File: src/hw/rv_ex_config.svh
`ifndef RV_EX_CONFIG_SVH
`define RV_EX_CONFIG_SVH

`define EX_XLEN    32 // Data path width
`define EX_ILEN    32
`define EX_SHAMT_W 5

// Instruction fields
`define EX_OPC_MSB 6
`define EX_OPC_LSB 0
`define EX_F3_MSB  14
`define EX_F3_LSB  12
`define EX_F7_BIT  30 // Picks SUB and SRA

`endif

File: src/hw/rv_ex_pkg.sv
package rv_ex_pkg;

    // Major opcodes handled by the stage
    typedef enum logic [6:0] {
        OPC_LUI    = 7'b0110111,
        OPC_OP_IMM = 7'b0010011,
        OPC_OP     = 7'b0110011,
        OPC_LOAD   = 7'b0000011,
        OPC_STORE  = 7'b0100011,
        OPC_BRANCH = 7'b1100011
    } opcode_e;

    // {instr[30], funct3}
    typedef enum logic [3:0] {
        ALU_ADD  = 4'b0000,
        ALU_SUB  = 4'b1000,
        ALU_SLL  = 4'b0001,
        ALU_SLT  = 4'b0010,
        ALU_SLTU = 4'b0011,
        ALU_XOR  = 4'b0100,
        ALU_SRL  = 4'b0101,
        ALU_SRA  = 4'b1101,
        ALU_OR   = 4'b0110,
        ALU_AND  = 4'b0111
    } alu_op_e;

    typedef enum logic [1:0] {
        ST_GET   = 2'd0,
        ST_EXEC  = 2'd1,
        ST_SHIFT = 2'd2,
        ST_GIVE  = 2'd3
    } ex_state_e;

endpackage

File: src/hw/ex_ctrl_if.sv
`timescale 1ns/1ns

interface ex_ctrl_if;

    logic                 op_latch;   // Capture incoming operands
    rv_ex_pkg::alu_op_e   alu_op;
    logic                 sel_pc;     // ALU A is pc
    logic                 sel_imm;    // ALU B is imm
    logic                 res_load;
    logic                 shift_load;
    logic                 shift_step;
    logic                 shift_done; // From the counter

    modport ctrl (
        output op_latch, alu_op, sel_pc, sel_imm,
        output res_load, shift_load, shift_step,
        input  shift_done
    );

    modport dp (
        input op_latch, alu_op, sel_pc, sel_imm,
        input res_load, shift_load, shift_step
    );

    // Counter only sees the shift strobes
    modport cnt (
        input  shift_load, shift_step,
        output shift_done
    );

endinterface

File: src/hw/ex_alu.sv
`timescale 1ns/1ns
`include "rv_ex_config.svh"

module ex_alu (
    input  logic [`EX_XLEN-1:0]  a_i,
    input  logic [`EX_XLEN-1:0]  b_i,
    input  rv_ex_pkg::alu_op_e   op_i,
    output logic [`EX_XLEN-1:0]  r_o
);

    logic lt_s;
    logic lt_u;

    assign lt_s = ($signed(a_i) < $signed(b_i));
    assign lt_u = (a_i < b_i);

    always_comb begin
        case (op_i)
            rv_ex_pkg::ALU_ADD:  r_o = a_i + b_i;
            rv_ex_pkg::ALU_SUB:  r_o = a_i - b_i;
            rv_ex_pkg::ALU_SLT:  r_o = {{(`EX_XLEN-1){1'b0}}, lt_s};
            rv_ex_pkg::ALU_SLTU: r_o = {{(`EX_XLEN-1){1'b0}}, lt_u};
            rv_ex_pkg::ALU_XOR:  r_o = a_i ^ b_i;
            rv_ex_pkg::ALU_OR:   r_o = a_i | b_i;
            rv_ex_pkg::ALU_AND:  r_o = a_i & b_i;
            // Shifts run in the serial shifter
            rv_ex_pkg::ALU_SLL,
            rv_ex_pkg::ALU_SRL,
            rv_ex_pkg::ALU_SRA:  r_o = a_i;
            default:             r_o = '0;
        endcase
    end

endmodule

File: src/hw/ex_control.sv
`timescale 1ns/1ns
`include "rv_ex_config.svh"

module ex_control (
    input  logic                 clk,
    input  logic                 resetn_i,
    input  logic                 id_give_i,
    input  logic                 mem_get_i,
    input  logic [`EX_ILEN-1:0]  instr_i,
    output logic                 ex_get_o,
    output logic                 ex_give_o,
    ex_ctrl_if.ctrl              ctrl_if
);

    rv_ex_pkg::ex_state_e state_q;
    rv_ex_pkg::ex_state_e state_d;

    logic [6:0] opc;
    logic [2:0] f3;
    logic       b30;
    logic       is_shift;

    assign opc = instr_i[`EX_OPC_MSB:`EX_OPC_LSB];
    assign f3  = instr_i[`EX_F3_MSB:`EX_F3_LSB];
    assign b30 = instr_i[`EX_F7_BIT];

    // Decode of the latched instruction, stable from ST_EXEC to ST_GIVE
    always_comb begin
        ctrl_if.alu_op  = rv_ex_pkg::ALU_ADD;
        ctrl_if.sel_pc  = 1'b0;
        ctrl_if.sel_imm = 1'b0;
        case (opc)
            rv_ex_pkg::OPC_LUI,
            rv_ex_pkg::OPC_LOAD,
            rv_ex_pkg::OPC_STORE: begin
                ctrl_if.sel_imm = 1'b1; // Address or upper immediate
            end
            rv_ex_pkg::OPC_OP_IMM: begin
                ctrl_if.sel_imm = 1'b1;
                // Bit 30 is part of the immediate except for SRAI
                if (f3 == 3'b101)
                    ctrl_if.alu_op = rv_ex_pkg::alu_op_e'({b30, f3});
                else
                    ctrl_if.alu_op = rv_ex_pkg::alu_op_e'({1'b0, f3});
            end
            rv_ex_pkg::OPC_OP: begin
                ctrl_if.alu_op = rv_ex_pkg::alu_op_e'({b30, f3});
            end
            rv_ex_pkg::OPC_BRANCH: begin
                ctrl_if.sel_pc  = 1'b1; // Target is pc + imm
                ctrl_if.sel_imm = 1'b1;
            end
            default: begin
                // Not an ALU op, so the result comes out zero
                ctrl_if.alu_op = rv_ex_pkg::alu_op_e'(4'b1111);
            end
        endcase
    end

    assign is_shift = (ctrl_if.alu_op == rv_ex_pkg::ALU_SLL) ||
                      (ctrl_if.alu_op == rv_ex_pkg::ALU_SRL) ||
                      (ctrl_if.alu_op == rv_ex_pkg::ALU_SRA);

    assign ex_get_o  = (state_q == rv_ex_pkg::ST_GET);
    assign ex_give_o = (state_q == rv_ex_pkg::ST_GIVE);

    always_comb begin
        state_d            = state_q;
        ctrl_if.op_latch   = 1'b0;
        ctrl_if.res_load   = 1'b0;
        ctrl_if.shift_load = 1'b0;
        ctrl_if.shift_step = 1'b0;
        case (state_q)
            rv_ex_pkg::ST_GET: begin
                if (id_give_i) begin
                    ctrl_if.op_latch = 1'b1;
                    state_d          = rv_ex_pkg::ST_EXEC;
                end
            end
            rv_ex_pkg::ST_EXEC: begin
                if (is_shift) begin
                    ctrl_if.shift_load = 1'b1;
                    // Zero amount skips ST_SHIFT
                    state_d = ctrl_if.shift_done ? rv_ex_pkg::ST_GIVE : rv_ex_pkg::ST_SHIFT;
                end else begin
                    ctrl_if.res_load = 1'b1;
                    state_d          = rv_ex_pkg::ST_GIVE;
                end
            end
            rv_ex_pkg::ST_SHIFT: begin
                ctrl_if.shift_step = 1'b1; // One bit per cycle
                if (ctrl_if.shift_done)
                    state_d = rv_ex_pkg::ST_GIVE;
            end
            rv_ex_pkg::ST_GIVE: begin
                if (mem_get_i)
                    state_d = rv_ex_pkg::ST_GET;
            end
            default: begin
                state_d = rv_ex_pkg::ST_GET;
            end
        endcase
    end

    always_ff @(posedge clk) begin
        if (!resetn_i)
            state_q <= rv_ex_pkg::ST_GET;
        else
            state_q <= state_d;
    end

endmodule

File: src/hw/ex_datapath.sv
`timescale 1ns/1ns
`include "rv_ex_config.svh"

module ex_datapath (
    input  logic                    clk,
    input  logic                    resetn_i,
    input  logic [`EX_ILEN-1:0]     id_instr_i,
    input  logic [`EX_XLEN-1:0]     id_pc_i,
    input  logic [`EX_XLEN-1:0]     id_rs1_i,
    input  logic [`EX_XLEN-1:0]     id_rs2_i,
    input  logic [`EX_XLEN-1:0]     id_imm_i,
    ex_ctrl_if.dp                   ctrl_if,
    output logic [`EX_ILEN-1:0]     instr_o,
    output logic [`EX_XLEN-1:0]     result_o,
    output logic [`EX_XLEN-1:0]     rs2_o,
    output logic                    branch_taken_o,
    output logic [`EX_SHAMT_W-1:0]  shamt_o
);

    logic [`EX_ILEN-1:0] instr_q;
    logic [`EX_XLEN-1:0] pc_q;
    logic [`EX_XLEN-1:0] rs1_q;
    logic [`EX_XLEN-1:0] rs2_q;
    logic [`EX_XLEN-1:0] imm_q;

    logic [`EX_XLEN-1:0] alu_a;
    logic [`EX_XLEN-1:0] alu_b;
    logic [`EX_XLEN-1:0] alu_r;

    logic [`EX_XLEN-1:0] res_q;  // Also the serial shift register
    logic                taken_q;
    logic                is_branch;
    logic                cmp;

    always_ff @(posedge clk) begin
        if (ctrl_if.op_latch) begin
            instr_q <= id_instr_i;
            pc_q    <= id_pc_i;
            // LUI adds the immediate to zero
            if (id_instr_i[`EX_OPC_MSB:`EX_OPC_LSB] == rv_ex_pkg::OPC_LUI)
                rs1_q <= '0;
            else
                rs1_q <= id_rs1_i;
            rs2_q   <= id_rs2_i;
            imm_q   <= id_imm_i;
        end
    end

    assign alu_a = ctrl_if.sel_pc  ? pc_q  : rs1_q;
    assign alu_b = ctrl_if.sel_imm ? imm_q : rs2_q;

    ex_alu i_ex_alu (
        .a_i  (alu_a),
        .b_i  (alu_b),
        .op_i (ctrl_if.alu_op),
        .r_o  (alu_r)
    );

    // Shift amount from imm for OP_IMM, from rs2 for OP
    assign shamt_o = ctrl_if.sel_imm ? imm_q[`EX_SHAMT_W-1:0] : rs2_q[`EX_SHAMT_W-1:0];

    assign is_branch = (instr_q[`EX_OPC_MSB:`EX_OPC_LSB] == rv_ex_pkg::OPC_BRANCH);

    always_comb begin
        case (instr_q[`EX_F3_MSB:`EX_F3_LSB])
            3'b000:  cmp = (rs1_q == rs2_q);                  // BEQ
            3'b001:  cmp = (rs1_q != rs2_q);                  // BNE
            3'b100:  cmp = ($signed(rs1_q) <  $signed(rs2_q)); // BLT
            3'b101:  cmp = ($signed(rs1_q) >= $signed(rs2_q)); // BGE
            3'b110:  cmp = (rs1_q <  rs2_q);                  // BLTU
            3'b111:  cmp = (rs1_q >= rs2_q);                  // BGEU
            default: cmp = 1'b0;
        endcase
    end

    always_ff @(posedge clk) begin
        if (!resetn_i) begin
            res_q   <= '0;
            taken_q <= 1'b0;
        end else if (ctrl_if.res_load) begin
            res_q   <= alu_r;
            taken_q <= is_branch && cmp;
        end else if (ctrl_if.shift_load) begin
            res_q   <= rs1_q;
            taken_q <= 1'b0;
        end else if (ctrl_if.shift_step) begin
            case (ctrl_if.alu_op)
                rv_ex_pkg::ALU_SLL: res_q <= {res_q[`EX_XLEN-2:0], 1'b0};
                rv_ex_pkg::ALU_SRL: res_q <= {1'b0, res_q[`EX_XLEN-1:1]};
                rv_ex_pkg::ALU_SRA: res_q <= {res_q[`EX_XLEN-1], res_q[`EX_XLEN-1:1]};
                default:            res_q <= res_q;
            endcase
        end
    end

    assign instr_o        = instr_q;
    assign result_o       = res_q;
    assign rs2_o          = rs2_q; // Store data
    assign branch_taken_o = taken_q;

endmodule

File: src/hw/ex_shift_counter.sv
`timescale 1ns/1ns
`include "rv_ex_config.svh"

module ex_shift_counter (
    input  logic                    clk,
    input  logic                    resetn_i,
    input  logic [`EX_SHAMT_W-1:0]  shamt_i,
    ex_ctrl_if.cnt                  ctrl_if
);

    logic [`EX_SHAMT_W-1:0] count_q;
    logic [`EX_SHAMT_W-1:0] count_d;

    always_comb begin
        count_d = count_q;
        if (ctrl_if.shift_load)
            count_d = shamt_i;
        else if (ctrl_if.shift_step && (count_q != '0))
            count_d = count_q - 1'b1;
    end

    // Looks at the next count so the last step ends ST_SHIFT on time,
    // and a zero amount is seen already at the load
    assign ctrl_if.shift_done = (count_d == '0);

    always_ff @(posedge clk) begin
        if (!resetn_i)
            count_q <= '0;
        else
            count_q <= count_d;
    end

endmodule

File: src/hw/ex_stage.sv
`timescale 1ns/1ns
`include "rv_ex_config.svh"

module ex_stage (
    input  logic                 clk,
    input  logic                 resetn_i,
    // Decode side
    input  logic                 id_give_i,
    input  logic [`EX_ILEN-1:0]  id_instr_i,
    input  logic [`EX_XLEN-1:0]  id_pc_i,
    input  logic [`EX_XLEN-1:0]  id_rs1_i,
    input  logic [`EX_XLEN-1:0]  id_rs2_i,
    input  logic [`EX_XLEN-1:0]  id_imm_i,
    output logic                 ex_get_o,
    // Memory side
    input  logic                 mem_get_i,
    output logic                 ex_give_o,
    output logic [`EX_ILEN-1:0]  ex_instr_o,
    output logic [`EX_XLEN-1:0]  ex_result_o,
    output logic [`EX_XLEN-1:0]  ex_rs2_o,
    output logic                 branch_taken_o
);

    logic [`EX_SHAMT_W-1:0] shamt;

    ex_ctrl_if ctrl_if ();

    ex_control i_ex_control (
        .clk       (clk),
        .resetn_i  (resetn_i),
        .id_give_i (id_give_i),
        .mem_get_i (mem_get_i),
        .instr_i   (ex_instr_o), // Latched copy
        .ex_get_o  (ex_get_o),
        .ex_give_o (ex_give_o),
        .ctrl_if   (ctrl_if.ctrl)
    );

    ex_shift_counter i_ex_shift_counter (
        .clk      (clk),
        .resetn_i (resetn_i),
        .shamt_i  (shamt),
        .ctrl_if  (ctrl_if.cnt)
    );

    ex_datapath i_ex_datapath (
        .clk            (clk),
        .resetn_i       (resetn_i),
        .id_instr_i     (id_instr_i),
        .id_pc_i        (id_pc_i),
        .id_rs1_i       (id_rs1_i),
        .id_rs2_i       (id_rs2_i),
        .id_imm_i       (id_imm_i),
        .ctrl_if        (ctrl_if.dp),
        .instr_o        (ex_instr_o),
        .result_o       (ex_result_o),
        .rs2_o          (ex_rs2_o),
        .branch_taken_o (branch_taken_o),
        .shamt_o        (shamt)
    );

endmodule

File: config.mk
export PLATFORM = sky130hd
export DESIGN_NAME = ex_stage
export DESIGN_NICKNAME = d
export VERILOG_FILES = /design/src/hw/rv_ex_pkg.sv /design/src/hw/ex_ctrl_if.sv /design/src/hw/ex_alu.sv /design/src/hw/ex_control.sv /design/src/hw/ex_datapath.sv /design/src/hw/ex_shift_counter.sv /design/src/hw/ex_stage.sv
export VERILOG_INCLUDE_DIRS = /design/src /design/src/hw
export SDC_FILE = /design/constraint.sdc
export NUM_CORES = 1
export LEC_CHECK = 0
export ABC_AREA = 1
export BUFFER_PORTS_ARGS = -buffer_cell sky130_fd_sc_hd__buf_4
export CAP_MARGIN = 30
export CORE_MARGIN = 10
export CORE_UTILIZATION = 25
export CTS_CLUSTER_SIZE = 28
export DETAILED_ROUTE_END_ITERATION = 10
export PLACE_DENSITY = 0.51
export RECOVER_POWER = 100
export SETUP_SLACK_MARGIN = 0.02
export SYNTH_ARGS = -nofsm -noshare
export SYNTH_HDL_FRONTEND = slang
export SYNTH_SLANG_ARGS = --single-unit
File: constraint.sdc
create_clock -name clk -period 4 [get_ports clk]
set_clock_uncertainty 0.05 [all_clocks]
set_input_delay 0.2 -clock clk [delete_from_list [all_inputs] [get_ports clk]]
set_output_delay 0.2 -clock clk [all_outputs]
set_load 0.02 [all_outputs]
## Yosys cells after proc, flatten, opt, wreduce, memory -nomap -nowiden

Index checks and enable logic that the tools add are counted.

| word-level totals | value |
|---|---|
| output and inout port bits | 99 |
| logic and storage cells | 101 |
| register bits | 200 |

| operators by class | value |
|---|---|
| order comparisons | 6 |
| bitwise operators | 3 |
| equal/unequal tests | 30 |
| reductions and logical operators | 19 |
| muxes and demuxes | 30 |
| add/sub/neg operators | 3 |

Operator list:

| cell | count |
|---|---|
| 32-bit case mux with 8 select lines | 1 |
| 32-bit two-way mux | 5 |
| 32-bit < comparator | 4 |
| 32-bit case mux with 3 select lines | 1 |
| 32-bit greater-or-equal comparator | 2 |
| 32-bit adder | 1 |
| 32-bit bitwise AND | 1 |
| 32-bit equality test | 1 |
| 32-bit != test | 1 |
| 32-bit bitwise OR | 1 |
| 32-bit subtractor | 1 |
| 32-bit bitwise XOR | 1 |
| 7-bit by 6-bit equality test with 1-bit output, second input constant | 4 |
| 4-bit by 3-bit equality test with 1-bit output, second input constant | 4 |
| 5-bit two-way mux | 3 |
| 3-bit equality test, second input constant | 4 |
| 1-bit two-way mux | 12 |
| 4-bit case mux with 3 select lines | 1 |
| 5-bit nonzero test | 2 |
| 4-bit by 2-bit equality test with 1-bit output, second input constant | 2 |
| 4-bit equality test, second input constant | 2 |
| 2-bit two-way mux | 4 |
| 2-bit case mux with 4 select lines | 1 |
| 7-bit by 2-bit equality test with 1-bit output, second input constant | 1 |
| 26 further kinds | 31 |

## Longest topological paths before layout

Gate-level depths: netlist (run 1).

| depth | value |
|---|---|
| word-level depth | 13 |
| gate-level depth with buffers | 28 |

## Modules after synthesis

Synthesis (run 1) repeated with hierarchy kept, for this count alone.

| second synthesis, totals | value |
|---|---|
| cells, all modules | 2194 |
| area, all modules | 16011.6 µm² |

Modules (own cells, without submodules):

| module | area an instance (µm²) | cells each | times used |
|---|---|---|---|
| ex_datapath | 8704.6 | 757 | 1 |
| ex_alu | 6538.8 | 1311 | 1 |
| ex_control | 421.7 | 69 | 1 |
| ex_shift_counter | 346.6 | 57 | 1 |

## Worst setup path before layout (run 1)

OpenSTA, ideal clock, no wires.

| timing | value |
|---|---|
| path type | reg-to-reg |
| from | reg i_ex_control.state_q[1] |
| to | reg i_ex_datapath.imm_q[0], enable pin |
| clock period less this slack | 4.461 ns |
| slack | -0.461 ns |
| required time | 3.437 ns |
| arrival time | 3.899 ns |
| library setup time | 0.513 ns |
| stages on the path, launching flop included | 5 |
| path through | dfxtp_1 -> inv_1 -> ha_1 -> nand2_1 -> inv_1 |

| on the way | value |
|---|---|
| cells in the longest elaborated chain, start to end | 2 |

RTL lines:

| item | RTL line | source |
|---|---|---|
| start: declaration | ex_control.sv:15 | `rv_ex_pkg::ex_state_e state_q;` |
| start signal: assignment | ex_control.sv:107 | `state_q <= rv_ex_pkg::ST_GET;` |
| start signal: assignment | ex_control.sv:109 | `state_q <= state_d;` |
| 2-bit zero test | - |  |
| net ex_get_o | ex_stage.sv:14 | `output logic ex_get_o,` |
| 1-bit two-way mux | ex_control.sv:73 | `case (state_q)` |
| net ctrl_if.op_latch | ex_ctrl_if.sv:5 | `logic op_latch;` |
| end signal: assignment | ex_datapath.sv:45 | `imm_q <= id_imm_i;` |
| end: declaration | ex_datapath.sv:24 | `` logic [`EX_XLEN-1:0] imm_q; `` |

The timed path passes the listed nets, and every way through them passes these cells.
A chain may end at the register's enable or synchronous reset.

## Worst setup path in the final report (run 1)

| timing | value |
|---|---|
| from | reg i_ex_datapath.instr_q[4] (netlist: i_ex_datapath.instr_o[4]) |
| to | reg i_ex_datapath.res_q[26] (netlist: i_ex_datapath.result_o[26]) |

| on the way | value |
|---|---|
| cells in the longest elaborated chain, start to end | 10 |

RTL lines:

| item | RTL line | source |
|---|---|---|
| start: declaration | ex_datapath.sv:20 | `` logic [`EX_ILEN-1:0] instr_q; `` |
| start signal: assignment | ex_datapath.sv:37 | `instr_q <= id_instr_i;` |
| parallel branches: the longest is 10 deep, another holds 32-bit subtractor | - |  |
| end signal: assignment | ex_datapath.sv:81 | `res_q <= alu_r;` |
| end signal: assignment | ex_datapath.sv:84 | `res_q <= rs1_q;` |
| end signal: assignment | ex_datapath.sv:88 | `` rv_ex_pkg::ALU_SLL: res_q <= {res_q[`EX_XLEN-2:0], 1'b0}; `` |
| end: declaration | ex_datapath.sv:30 | `` logic [`EX_XLEN-1:0] res_q; `` |

Parallel ways; which one is timed is not known. The select of a mux whose other input is x is not followed.

==> flow_summary_export.csv, run 1 <==
group,metric,value,unit
route,drt_iter0_markers,1121,
floorplanning,dieWidth,266,um
logic_synthesis,synthTopCellsByArea,"edfxtp_1 (32%), ha_1 (12%), nand2_1 (8.7%)",
layout,area_delta_synth_final,44.4,%
layout,final-seq-area,5610,sq um
logic_synthesis,yosysSeqAreaShare,37.0,%
layout,drive_gt1_share,21.8,%
layout,multi_input_area,8280,sq um
logic_synthesis,ys_seq_elements,200,
sta,hold_viol_final,0,
clocking,cts_made_buffers,17,
critical_path,slowest_delay,0.47,ns
logic_synthesis,synth.distinct_cells,58,
critical_path,crit_buf_inv,5,
grt,antenna_found_initial,0,
pwr,irDropWorstVdd,0.000336,V
route,first_pass_iters,5,
grt,grt_overflow,0,
logic_synthesis,yosysWarningCount,0,
placement,routabilityCongestion,0.933,
logic_synthesis,async_reset_ff_share,0,%
floorplanning,initial_core_util,25.2,%
sta,relSlewSlack,51.2,%
grt,grt_pass1_vias,16800,
route,postRouteAntennaNets,0,
placement,dp.final_hpwl,55200,um
sta,rsz0062_at_grt,"yes",
logic_synthesis,synth_ff_type,"edfxtp_1",
clocking,cts_tree,"done",
route,vias_per_cell,4.74,
logic_synthesis,syn_area,15200,sq um
logic_synthesis,syn-instance-count,2003,
critical_path,cpMostUsedCell,"nand2_1",
critical_path,required,4.39,ns
sta,fin_crit_sh,96.2,%
floorplanning,dieArea,70900,sq um
logic_synthesis,synth_edf_count,160,
grt,grt_max_degree,83,
critical_path,cp.arrival,4.23,ns
sta,setup_viol,0,
route,drt-total-wl,70500,um
logic_synthesis,synth_top_area_share,31.7,%
sta,fin_hold_ws,0.128,ns
floorplanning,fp-row-count,90,
layout,final_design_area_no_fill,21900,sq um
layout,post-route-util,36.4,%
placement,placed_area,19600,sq um
worst_hold_path,hp-class,"in2reg",
clocking,clock_sinks,200,
clocking,clkTransAtPathRegs,0.09,ns
critical_path,critical-path-top-delay-family,"simple AND/OR/NAND/NOR gates",
critical_path,cp_cell_sequence,"buf_4 > nand2_1 > nor2_2 > nand2_2 > nand3_4 > buf_12 > o21a_1 > inv_2 > ha_4 > inv_1 > fa_2 > inv_1 > nand2_1 > nand2_1 > o21ai_2 > o21bai_2 > nand3_1 > nand2_2 > nand4_1 > nand3_1 > nand2_1 > o211ai_1 > nand2_1 > a21oi_1",
clocking,clock_path_buffers,2,
floorplanning,core,60100,sq um
sta,fmax,0.260,GHz
logic_synthesis,yosysMostFrequentCell,"nand2_1",
floorplanning,die_height,266,um
route,wl_per_cell,20.6,um
grt,grt.total_usage,19.5,%
route,route.vias.total,16200,
pwr,powerDensity,553,nW/um^2
sta,slew_violations,0,
pwr,leakage,0.00982,uW
critical_path,crit_slowest_cell,"edfxtp_1",
logic_synthesis,yosys-top-cells-count,"nand2_1 (353), inv_1 (333), o21ai_0 (194)",
outcome,status,"finished clean",
placement,portBuffers,262,
critical_path,endpoint_kind,"register",
layout,nNetsFinal,2926,
critical_path,crit_path_max_fanout,6,
logic_synthesis,synth_fp_nets,2310,
layout,fill_cells,6454,
sta,tightest_slew,0.731,ns
clocking,clk_root_buffer_cell,"clkbuf_16",
grt,grt_pass1_wl,104000,um
route,drc,0,
sta,period_needed,3.85,ns
clocking,htree_levels,4,
flow_run,maxCapViolCount,0,
critical_path,crit_type,"reg2reg",
logic_synthesis,avgSynthCellArea,7.57,sq um
critical_path,crit_path_start_kind,"register",
clocking,insertion_delay,0.51,ns
floorplanning,ios,263,
logic_synthesis,synth_top_area_cell,"edfxtp_1",
-- path summary, 6_finish.rpt --
path,end,from,slack [ns],cells past startpoint
worst max-delay path,i_ex_datapath.result_o[26]$_SDFFE_PN0P_,i_ex_datapath.instr_o[4]$_DFFE_PP_,0.15,24
worst min-delay path,i_ex_control.state_q[1]$_SDFFE_PN0P_,id_give_i,0.13,4
worst max register to register,i_ex_datapath.result_o[26]$_SDFFE_PN0P_,i_ex_datapath.instr_o[4]$_DFFE_PP_,0.15,24
worst min register to register,i_ex_datapath.branch_taken_o$_SDFFE_PN0P_,i_ex_datapath.branch_taken_o$_SDFFE_PN0P_,0.43,2
-- per-layer routing --
layer,track usage [%],up-vias,wire [um]
li1,-,7924,-
met1,24.3,7742,31100
met3,3.16,85,3190
met4,5.99,0,1730
met5,0,-,0
met2,33.8,420,34500
-- cell families after synthesis --
group,count (synthesis),synth area share (%)
adder cells (fa/ha/maj),143,11.9
AO/OA/AOI/OAI,505,18.6
XOR/XNOR,23,1.33
flip-flops,200,37.0
buffers and inverters,410,10.6
AND/OR/NAND/NOR,722,20.6
-- what timing repair did --
| item | CTS | global route |
|---|---|---|
| hold buffers | 160 | 0 |
| pin swaps | 0 | 19 |
| endpoints found under the hold margin | 160 | 0 |
| gates cloned | 0 | 2 |
| buffers inserted | 0 | 11 |
| endpoints found under the setup margin | 3 | 22 |
| gates resized for setup | 8 | 132 |
-- worst reg2reg max path: stages, from the launching register on --
cell and delay, ns:
edfxtp_1 0.47, buf_4 0.17, nand2_1 0.07, nor2_2 0.05, nand2_2 0.09, nand3_4 0.18
buf_12 0.21, o21a_1 0.19, inv_2 0.08, ha_4 0.13, inv_1 0.06, fa_2 0.35
inv_1 0.06, nand2_1 0.07, nand2_1 0.07, o21ai_2 0.08, o21bai_2 0.20, nand3_1 0.11
nand2_2 0.10, nand4_1 0.25, nand3_1 0.17, nand2_1 0.06, o211ai_1 0.27, nand2_1 0.12
a21oi_1 0.13
-- stage by stage --
step	total power (uW)	setup TNS [ns]	worst slack, ns	std cells
floorplan	6660	0	0.262	2003
global placement	9970	-0.402	-0.207	3209
detailed placement	9970	-0.291	-0.148	3209
CTS	12000	0	0.0421	3401
global route	13000	-0.0814	-0.0276	3414
finish	12100	0	0.153	3415
-- registers in the layout, indices dropped and copies added (netlist names) --
register,count
i_ex_datapath.imm_q,32
i_ex_datapath.instr_o,32
i_ex_datapath.pc_q,32
i_ex_datapath.result_o,32
i_ex_datapath.rs1_q,32
i_ex_datapath.rs2_o,32
i_ex_shift_counter.count_q,5
i_ex_control.state_q,2
i_ex_datapath.branch_taken_o,1
-- layout by cell type (no fill, tap or decap), types with 22 or more instances in the layout --
cell and count:
xor2_1 22, buf_4 270, dfxtp_1 40, o21ai_1 60, inv_1 329, edfxtp_1 160
nor2_1 169, nand2_1 346, clkbuf_1 90, nor2_2 24, nand4_1 22, a21oi_1 145
nand3_1 91, o22ai_1 39, ha_1 126, o21ai_0 151, dlygate4sd3_1 160, clkbuf_4 127
-- area by class of cell --
cell class | count | area share [%]
diodes | 1 | 0.0114
flip-flops and latches | 200 | 25.6
clock inverters | 14 | 0.692
clock buffers | 18 | 1.96
inverters | 350 | 6.03
repair buffers | 657 | 23.4
well taps | 782 | 4.47
multi-input cells | 1393 | 37.8
-- power by group --
group | switching [uW] | internal, uW | total (uW)
clock | 936 | 887 | 1820
combinational | 4430 | 2660 | 7090
sequential | 345 | 2840 | 3190
Note: power is estimated with default switching activity, not from simulation.
==> run 2: changes to the inputs <==
- CORE_ASPECT_RATIO: unset -> 1.25
==> flow_summary_export.csv, run 2 (same netlist as run 1, synthesis figures left out) <==
group,metric,value,unit
critical_path,crit_type,"reg2reg",
flow_run,maxCapViolCount,1,
layout,mostFrequentLayoutCells,"nand2_1 (346), inv_1 (327), buf_4 (260)",
clocking,htree_levels,4,
route,postRouteAntennaNets,0,
critical_path,endpoint_kind,"register",
floorplanning,dieWidth,240,um
sta,fmax,0.258,GHz
route,wl_per_cell,20.7,um
worst_hold_path,min_path_cells,3,
grt,grt_overflow,0,
floorplanning,dieArea,70900,sq um
sta,period_needed,3.87,ns
critical_path,required,4.34,ns
layout,area_delta_synth_final,43.8,%
clocking,cts_made_buffers,17,
sta,fin_crit_sh,96.8,%
pwr,leakage,0.00981,uW
critical_path,r2r_end,"i_ex_datapath.result_o[26]$_SDFFE_PN0P_",
route,first_pass_iters,6,
grt,antenna_found_initial,0,
route,route.vias.total,16500,
grt,grt.total_usage,19.1,%
placement,routabilityCongestion,0.999,
grt,grt_pass1_vias,16400,
floorplanning,ios,263,
route,drt_iter0_markers,1450,
worst_hold_path,hold-path-endpoint,"i_ex_datapath.rs1_q[30]$_SDFFCE_PN0P_",
route,vias_per_cell,4.85,
clocking,clock_sinks,200,
sta,tightest_slew,1.72,ns
pwr,powerDensity,564,nW/um^2
outcome,status,"complete, but fails checks",
pwr,irDropWorstVdd,0.000472,V
critical_path,crit_path_max_fanout,21,
sta,fin_hold_ws,0.0231,ns
critical_path,reg2reg_setup_slack,0.13,ns
placement,placed_area,19600,sq um
sta,tns,0,ns
critical_path,r2r_start,"i_ex_datapath.instr_o[5]$_DFFE_PP_",
critical_path,cp.arrival,4.22,ns
route,drt-total-wl,70400,um
route,drc,0,
floorplanning,initial_core_util,25.3,%
sta,hold_viol_final,0,
sta,slew_violations,33,
sta,setup_viol,0,
clocking,clkTransAtPathRegs,0.08,ns
sta,rsz0062_at_grt,"yes",
worst_hold_path,hp-class,"in2reg",
worst_hold_path,holdCritStartpoint,"id_rs1_i[30]",
layout,num_antenna_cells,0,
floorplanning,fp-row-count,100,
clocking,clock_path_buffers,2,
layout,nNetsFinal,2923,
outcome,violations,"capacitance limit, slew limit",
floorplanning,core,59800,sq um
clocking,clk_root_buffer_cell,"clkbuf_16",
critical_path,crit_path_start_kind,"register",
floorplanning,die_height,295,um
grt,grt_max_degree,73,
critical_path,crit_path_start,"i_ex_datapath.instr_o[5]$_DFFE_PP_",
placement,dp.final_hpwl,56000,um
critical_path,reg2regPathDepth,18,
sta,relSlewSlack,-14.4,%
layout,post-route-util,36.4,%
grt,grt_pass1_wl,102000,um
clocking,cts_tree,"done",
clocking,insertion_delay,0.46,ns
layout,mostFrequentLayoutCell,"nand2_1",
placement,portBuffers,262,
pwr,finalPower,12300,uW
layout,final_design_area_no_fill,21800,sq um
layout,drive_gt1_share,20.8,%
## run 2: metrics by stage
stage | instances | setup slack, ns
final | 3394 | 0.127
after global routing | 3394 | -0.0643
after CTS | 3382 | 0.0295
after detailed placement | 3195 | -0.181
after global placement | 3195 | -0.219
after floorplan | 2003 | 0.262
## run 2: how the worst max path moves through the flow
stage / end / cells past startpoint
2_1_floorplan: i_ex_datapath.result_o[26]$_SDFFE_PN0P_ / 21
3_3_place_gp: i_ex_datapath.result_o[30]$_SDFFE_PN0P_ / 21
3_5_place_dp: i_ex_datapath.result_o[30]$_SDFFE_PN0P_ / 24
4_1_cts: i_ex_datapath.result_o[26]$_SDFFE_PN0P_ / 24
5_1_grt: i_ex_datapath.result_o[26]$_SDFFE_PN0P_ / 24
6_report: i_ex_datapath.result_o[26]$_SDFFE_PN0P_ / 18
## run 2: final cells by class
cell class | instances | area (sq um)
well taps | 765 | 957
multi-input cells | 1393 | 8250
flip-flops and latches | 200 | 5610
fillers | 6229 | 38000
repair buffers | 654 | 5060
clock inverters | 15 | 181
inverters | 350 | 1320
clock buffers | 17 | 425
## run 2: power by group
part	leakage [uW]	internal (uW)	switching (uW)	total [uW]
clock network	0.000295	904	964	1870
registers	0.00184	2850	332	3180
logic	0.00767	2690	4550	7240
## run 2: timing repair
| action | CTS | global route |
|---|---|---|
| hold endpoints to repair | 154 | 0 |
| cloned | 0 | 3 |
| pin swaps | 1 | 20 |
| setup endpoints to repair | 6 | 24 |
| buffers inserted | 1 | 9 |
| resized for setup | 9 | 126 |
| hold buffers | 154 | 0 |
## run 2: critical path, cell delays in order, from the launching register on
cell      delay (ns)
edfxtp_1        0.44
inv_2           0.13
nand2_1         0.06
nand4_1         0.16
nand3_4         0.25
buf_12          0.25
o21ai_0         0.31
ha_1            0.33
inv_1           0.13
o21ai_1         0.18
buf_4           0.18
nand2_1         0.05
nand2_1         0.08
a21oi_1         0.19
a21boi_1        0.32
a21oi_1         0.11
o211ai_1        0.29
nand2_1         0.13
a21oi_2         0.14
## run 2: routing by layer
layer	vias up	share of wire, %	track usage [%]
li1	7916	-	-
met1	7940	42	23.9
met2	528	49	33.3
met3	70	6.0	3.04
met4	0	2.4	4.90
met5	-	0	0
==> run 3: changes to the inputs <==
- SYNTH_HIERARCHICAL: unset -> 1
==> flow_summary_export.csv, run 3 <==
group,metric,value,unit
floorplanning,die_height,303,um
floorplanning,dieWidth,246,um
critical_path,endpoint_kind,"register",
logic_synthesis,yosysMostFrequentCell,"nand2_1",
layout,mostFrequentLayoutCell,"nand2_1",
grt,grt_pass1_vias,17400,
critical_path,required,4.34,ns
route,postRouteAntennaNets,0,
logic_synthesis,yosysWarningCount,6,
clocking,cts_made_buffers,17,
flow_run,maxCapViolCount,2,
route,first_pass_iters,6,
sta,fin_crit_sh,96.5,%
clocking,htree_levels,4,
logic_synthesis,synth_top_area_share,30.0,%
route,drc,0,
sta,slew_violations,90,
logic_synthesis,async_reset_ff_share,0,%
placement,placed_area,20600,sq um
worst_hold_path,hp-class,"in2reg",
critical_path,crit_type,"reg2reg",
critical_path,crit_path_max_fanout,10,
critical_path,crit_path_start_kind,"register",
sta,hold_viol_final,0,
logic_synthesis,synthTopCellsByArea,"edfxtp_1 (30%), nand2_1 (13%), ha_1 (11%)",
sta,fmax,0.259,GHz
logic_synthesis,syn-instance-count,2194,
placement,routabilityCongestion,0.930,
logic_synthesis,avgSynthCellArea,7.30,sq um
pwr,irDropWorstVdd,0.000343,V
layout,mostFrequentLayoutCells,"nand2_1 (507), inv_1 (392), buf_4 (269)",
clocking,clock_path_buffers,2,
logic_synthesis,yosysSeqAreaShare,35.0,%
outcome,status,"complete, but fails checks",
sta,rsz0062_at_grt,"yes",
pwr,leakage,0.0109,uW
grt,grt.total_usage,19.0,%
logic_synthesis,synth.distinct_cells,54,
pwr,finalPower,13000,uW
layout,stdcell_count,3666,
clocking,insertion_delay,0.51,ns
sta,setup_viol,0,
logic_synthesis,ys_seq_elements,200,
floorplanning,core,63300,sq um
floorplanning,fp-row-count,103,
logic_synthesis,synth_edf_count,160,
layout,final_design_area_no_fill,23500,sq um
placement,dp_slack,-0.116,ns
sta,tightest_slew,2.18,ns
layout,nNetsFinal,3115,
layout,drive_gt1_share,25.6,%
sta,setup_ws,0.139,ns
logic_synthesis,syn_area,16000,sq um
grt,grt_pass1_wl,106000,um
logic_synthesis,synth_fp_nets,2496,
floorplanning,dieArea,74600,sq um
logic_synthesis,yosys-top-cells-count,"nand2_1 (550), inv_1 (400), nor2_1 (162)",
grt,antenna_found_initial,1,
route,vias_per_cell,4.64,
clocking,clk_root_buffer_cell,"clkbuf_16",
layout,fill_cells,6654,
critical_path,reg2reg_setup_slack,0.14,ns
layout,area_delta_synth_final,47.0,%
floorplanning,initial_core_util,25.3,%
clocking,cts_tree,"done",
sta,period_needed,3.86,ns
placement,dp.cells,3450,
route,drt_iter0_markers,1166,
sta,relSlewSlack,-45.5,%
placement,portBuffers,262,
grt,grt_overflow,0,
route,drt-total-wl,73500,um
placement,dp.final_hpwl,56500,um
pwr,powerDensity,554,nW/um^2
route,wl_per_cell,20.1,um
sta,fin_hold_ws,0.103,ns
clocking,clkTransAtPathRegs,0.09,ns
grt,grt_max_degree,62,
route,route.vias.total,17000,
logic_synthesis,synth_ff_type,"edfxtp_1",
critical_path,cp.arrival,4.20,ns
logic_synthesis,synth_top_area_cell,"edfxtp_1",
floorplanning,ios,263,
outcome,violations,"capacitance limit, slew limit",
clocking,clock_sinks,200,
## run 3: worst max-delay path, stage by stage, from the launching register on
cell	delay (ns)
edfxtp_1	0.43
nor2_2	0.13
nand2_2	0.11
buf_4	0.16
nor2_4	0.11
buf_12	0.14
clkbuf_16	0.20
buf_12	0.18
mux2_2	0.38
inv_1	0.12
ha_4	0.24
nand2_1	0.10
nor2_1	0.22
nand2_1	0.15
nor2_1	0.14
nand2_1	0.13
nand2_1	0.09
nand2_1	0.05
nand3_1	0.07
nand3_1	0.11
a22oi_2	0.20
buf_4	0.14
a31oi_1	0.07
## run 3: repair_timing
item                                    in CTS  in global routing
endpoints found under the hold margin      160                  0
pin swaps                                    1                 26
hold buffers                               160                  0
setup buffers                                8                 13
gates cloned                                 2                  1
endpoints found under the setup margin      16                 24
gates resized for setup                     36                224
## run 3: metrics by stage
stage          setup TNS [ns]  utilization [%]
4_1_cts                     0             36.3
2_1_floorplan               0                -
3_3_place_gp           -0.563             32.5
3_5_place_dp           -0.814             32.5
6_report                    0             37.2
5_1_grt               -0.0721             37.2
## run 3: logic make-up (layout without fill, tap and decap cells)
kind of cell	Yosys count	in the layout	synth area share, %
compound gates	387	387	14.6
simple gates	941	941	25.1
flops	200	200	35.0
mux	31	31	2.18
other cells	0	1	0
fa+ha+maj	138	138	10.9
buf+inv	497	1128	12.2
## run 3: area by class of cell
type / instances / area, sq um / share of cell area, %
Multi-Input combinational cell: 1497 / 9340 / 39.7
Sequential cell: 200 / 5610 / 23.8
Timing Repair Buffer: 682 / 5400 / 22.9
Inverter: 415 / 1560 / 6.62
Tap cell: 840 / 1050 / 4.46
Clock buffer: 18 / 429 / 1.82
Clock inverter: 13 / 155 / 0.659
Antenna cell: 1 / 2.50 / 0.0106
## run 3: path summary, 6_finish.rpt
path / startpoint / endpoint / cells past startpoint
max: i_ex_datapath/instr_o[2]$_DFFE_PP_ / i_ex_datapath/result_o[25]$_SDFFE_PN0P_ / 22
min reg2reg: i_ex_datapath/result_o[0]$_SDFFE_PN0P_ / i_ex_datapath/result_o[0]$_SDFFE_PN0P_ / 2
max reg2reg: i_ex_datapath/instr_o[2]$_DFFE_PP_ / i_ex_datapath/result_o[25]$_SDFFE_PN0P_ / 22
min: mem_get_i / i_ex_control/state_q[1]$_SDFFE_PN0P_ / 5
## run 3: power by group
part	internal (uW)	total, uW	switching (uW)
Sequential	2900	3320	425
Combinational	2950	7900	4950
Clock	887	1820	932
Total	6740	13000	6310
## run 3: per-layer routing
metal	wire length [um]	track usage (%)	vias to the layer above	share of wire [%]
met5	0	0	-	0
met4	1840	6.19	0	2.5
met3	3760	3.48	80	5.1
met2	37000	33.6	461	50
met1	30900	22.9	8081	42
li1	-	-	8406	-
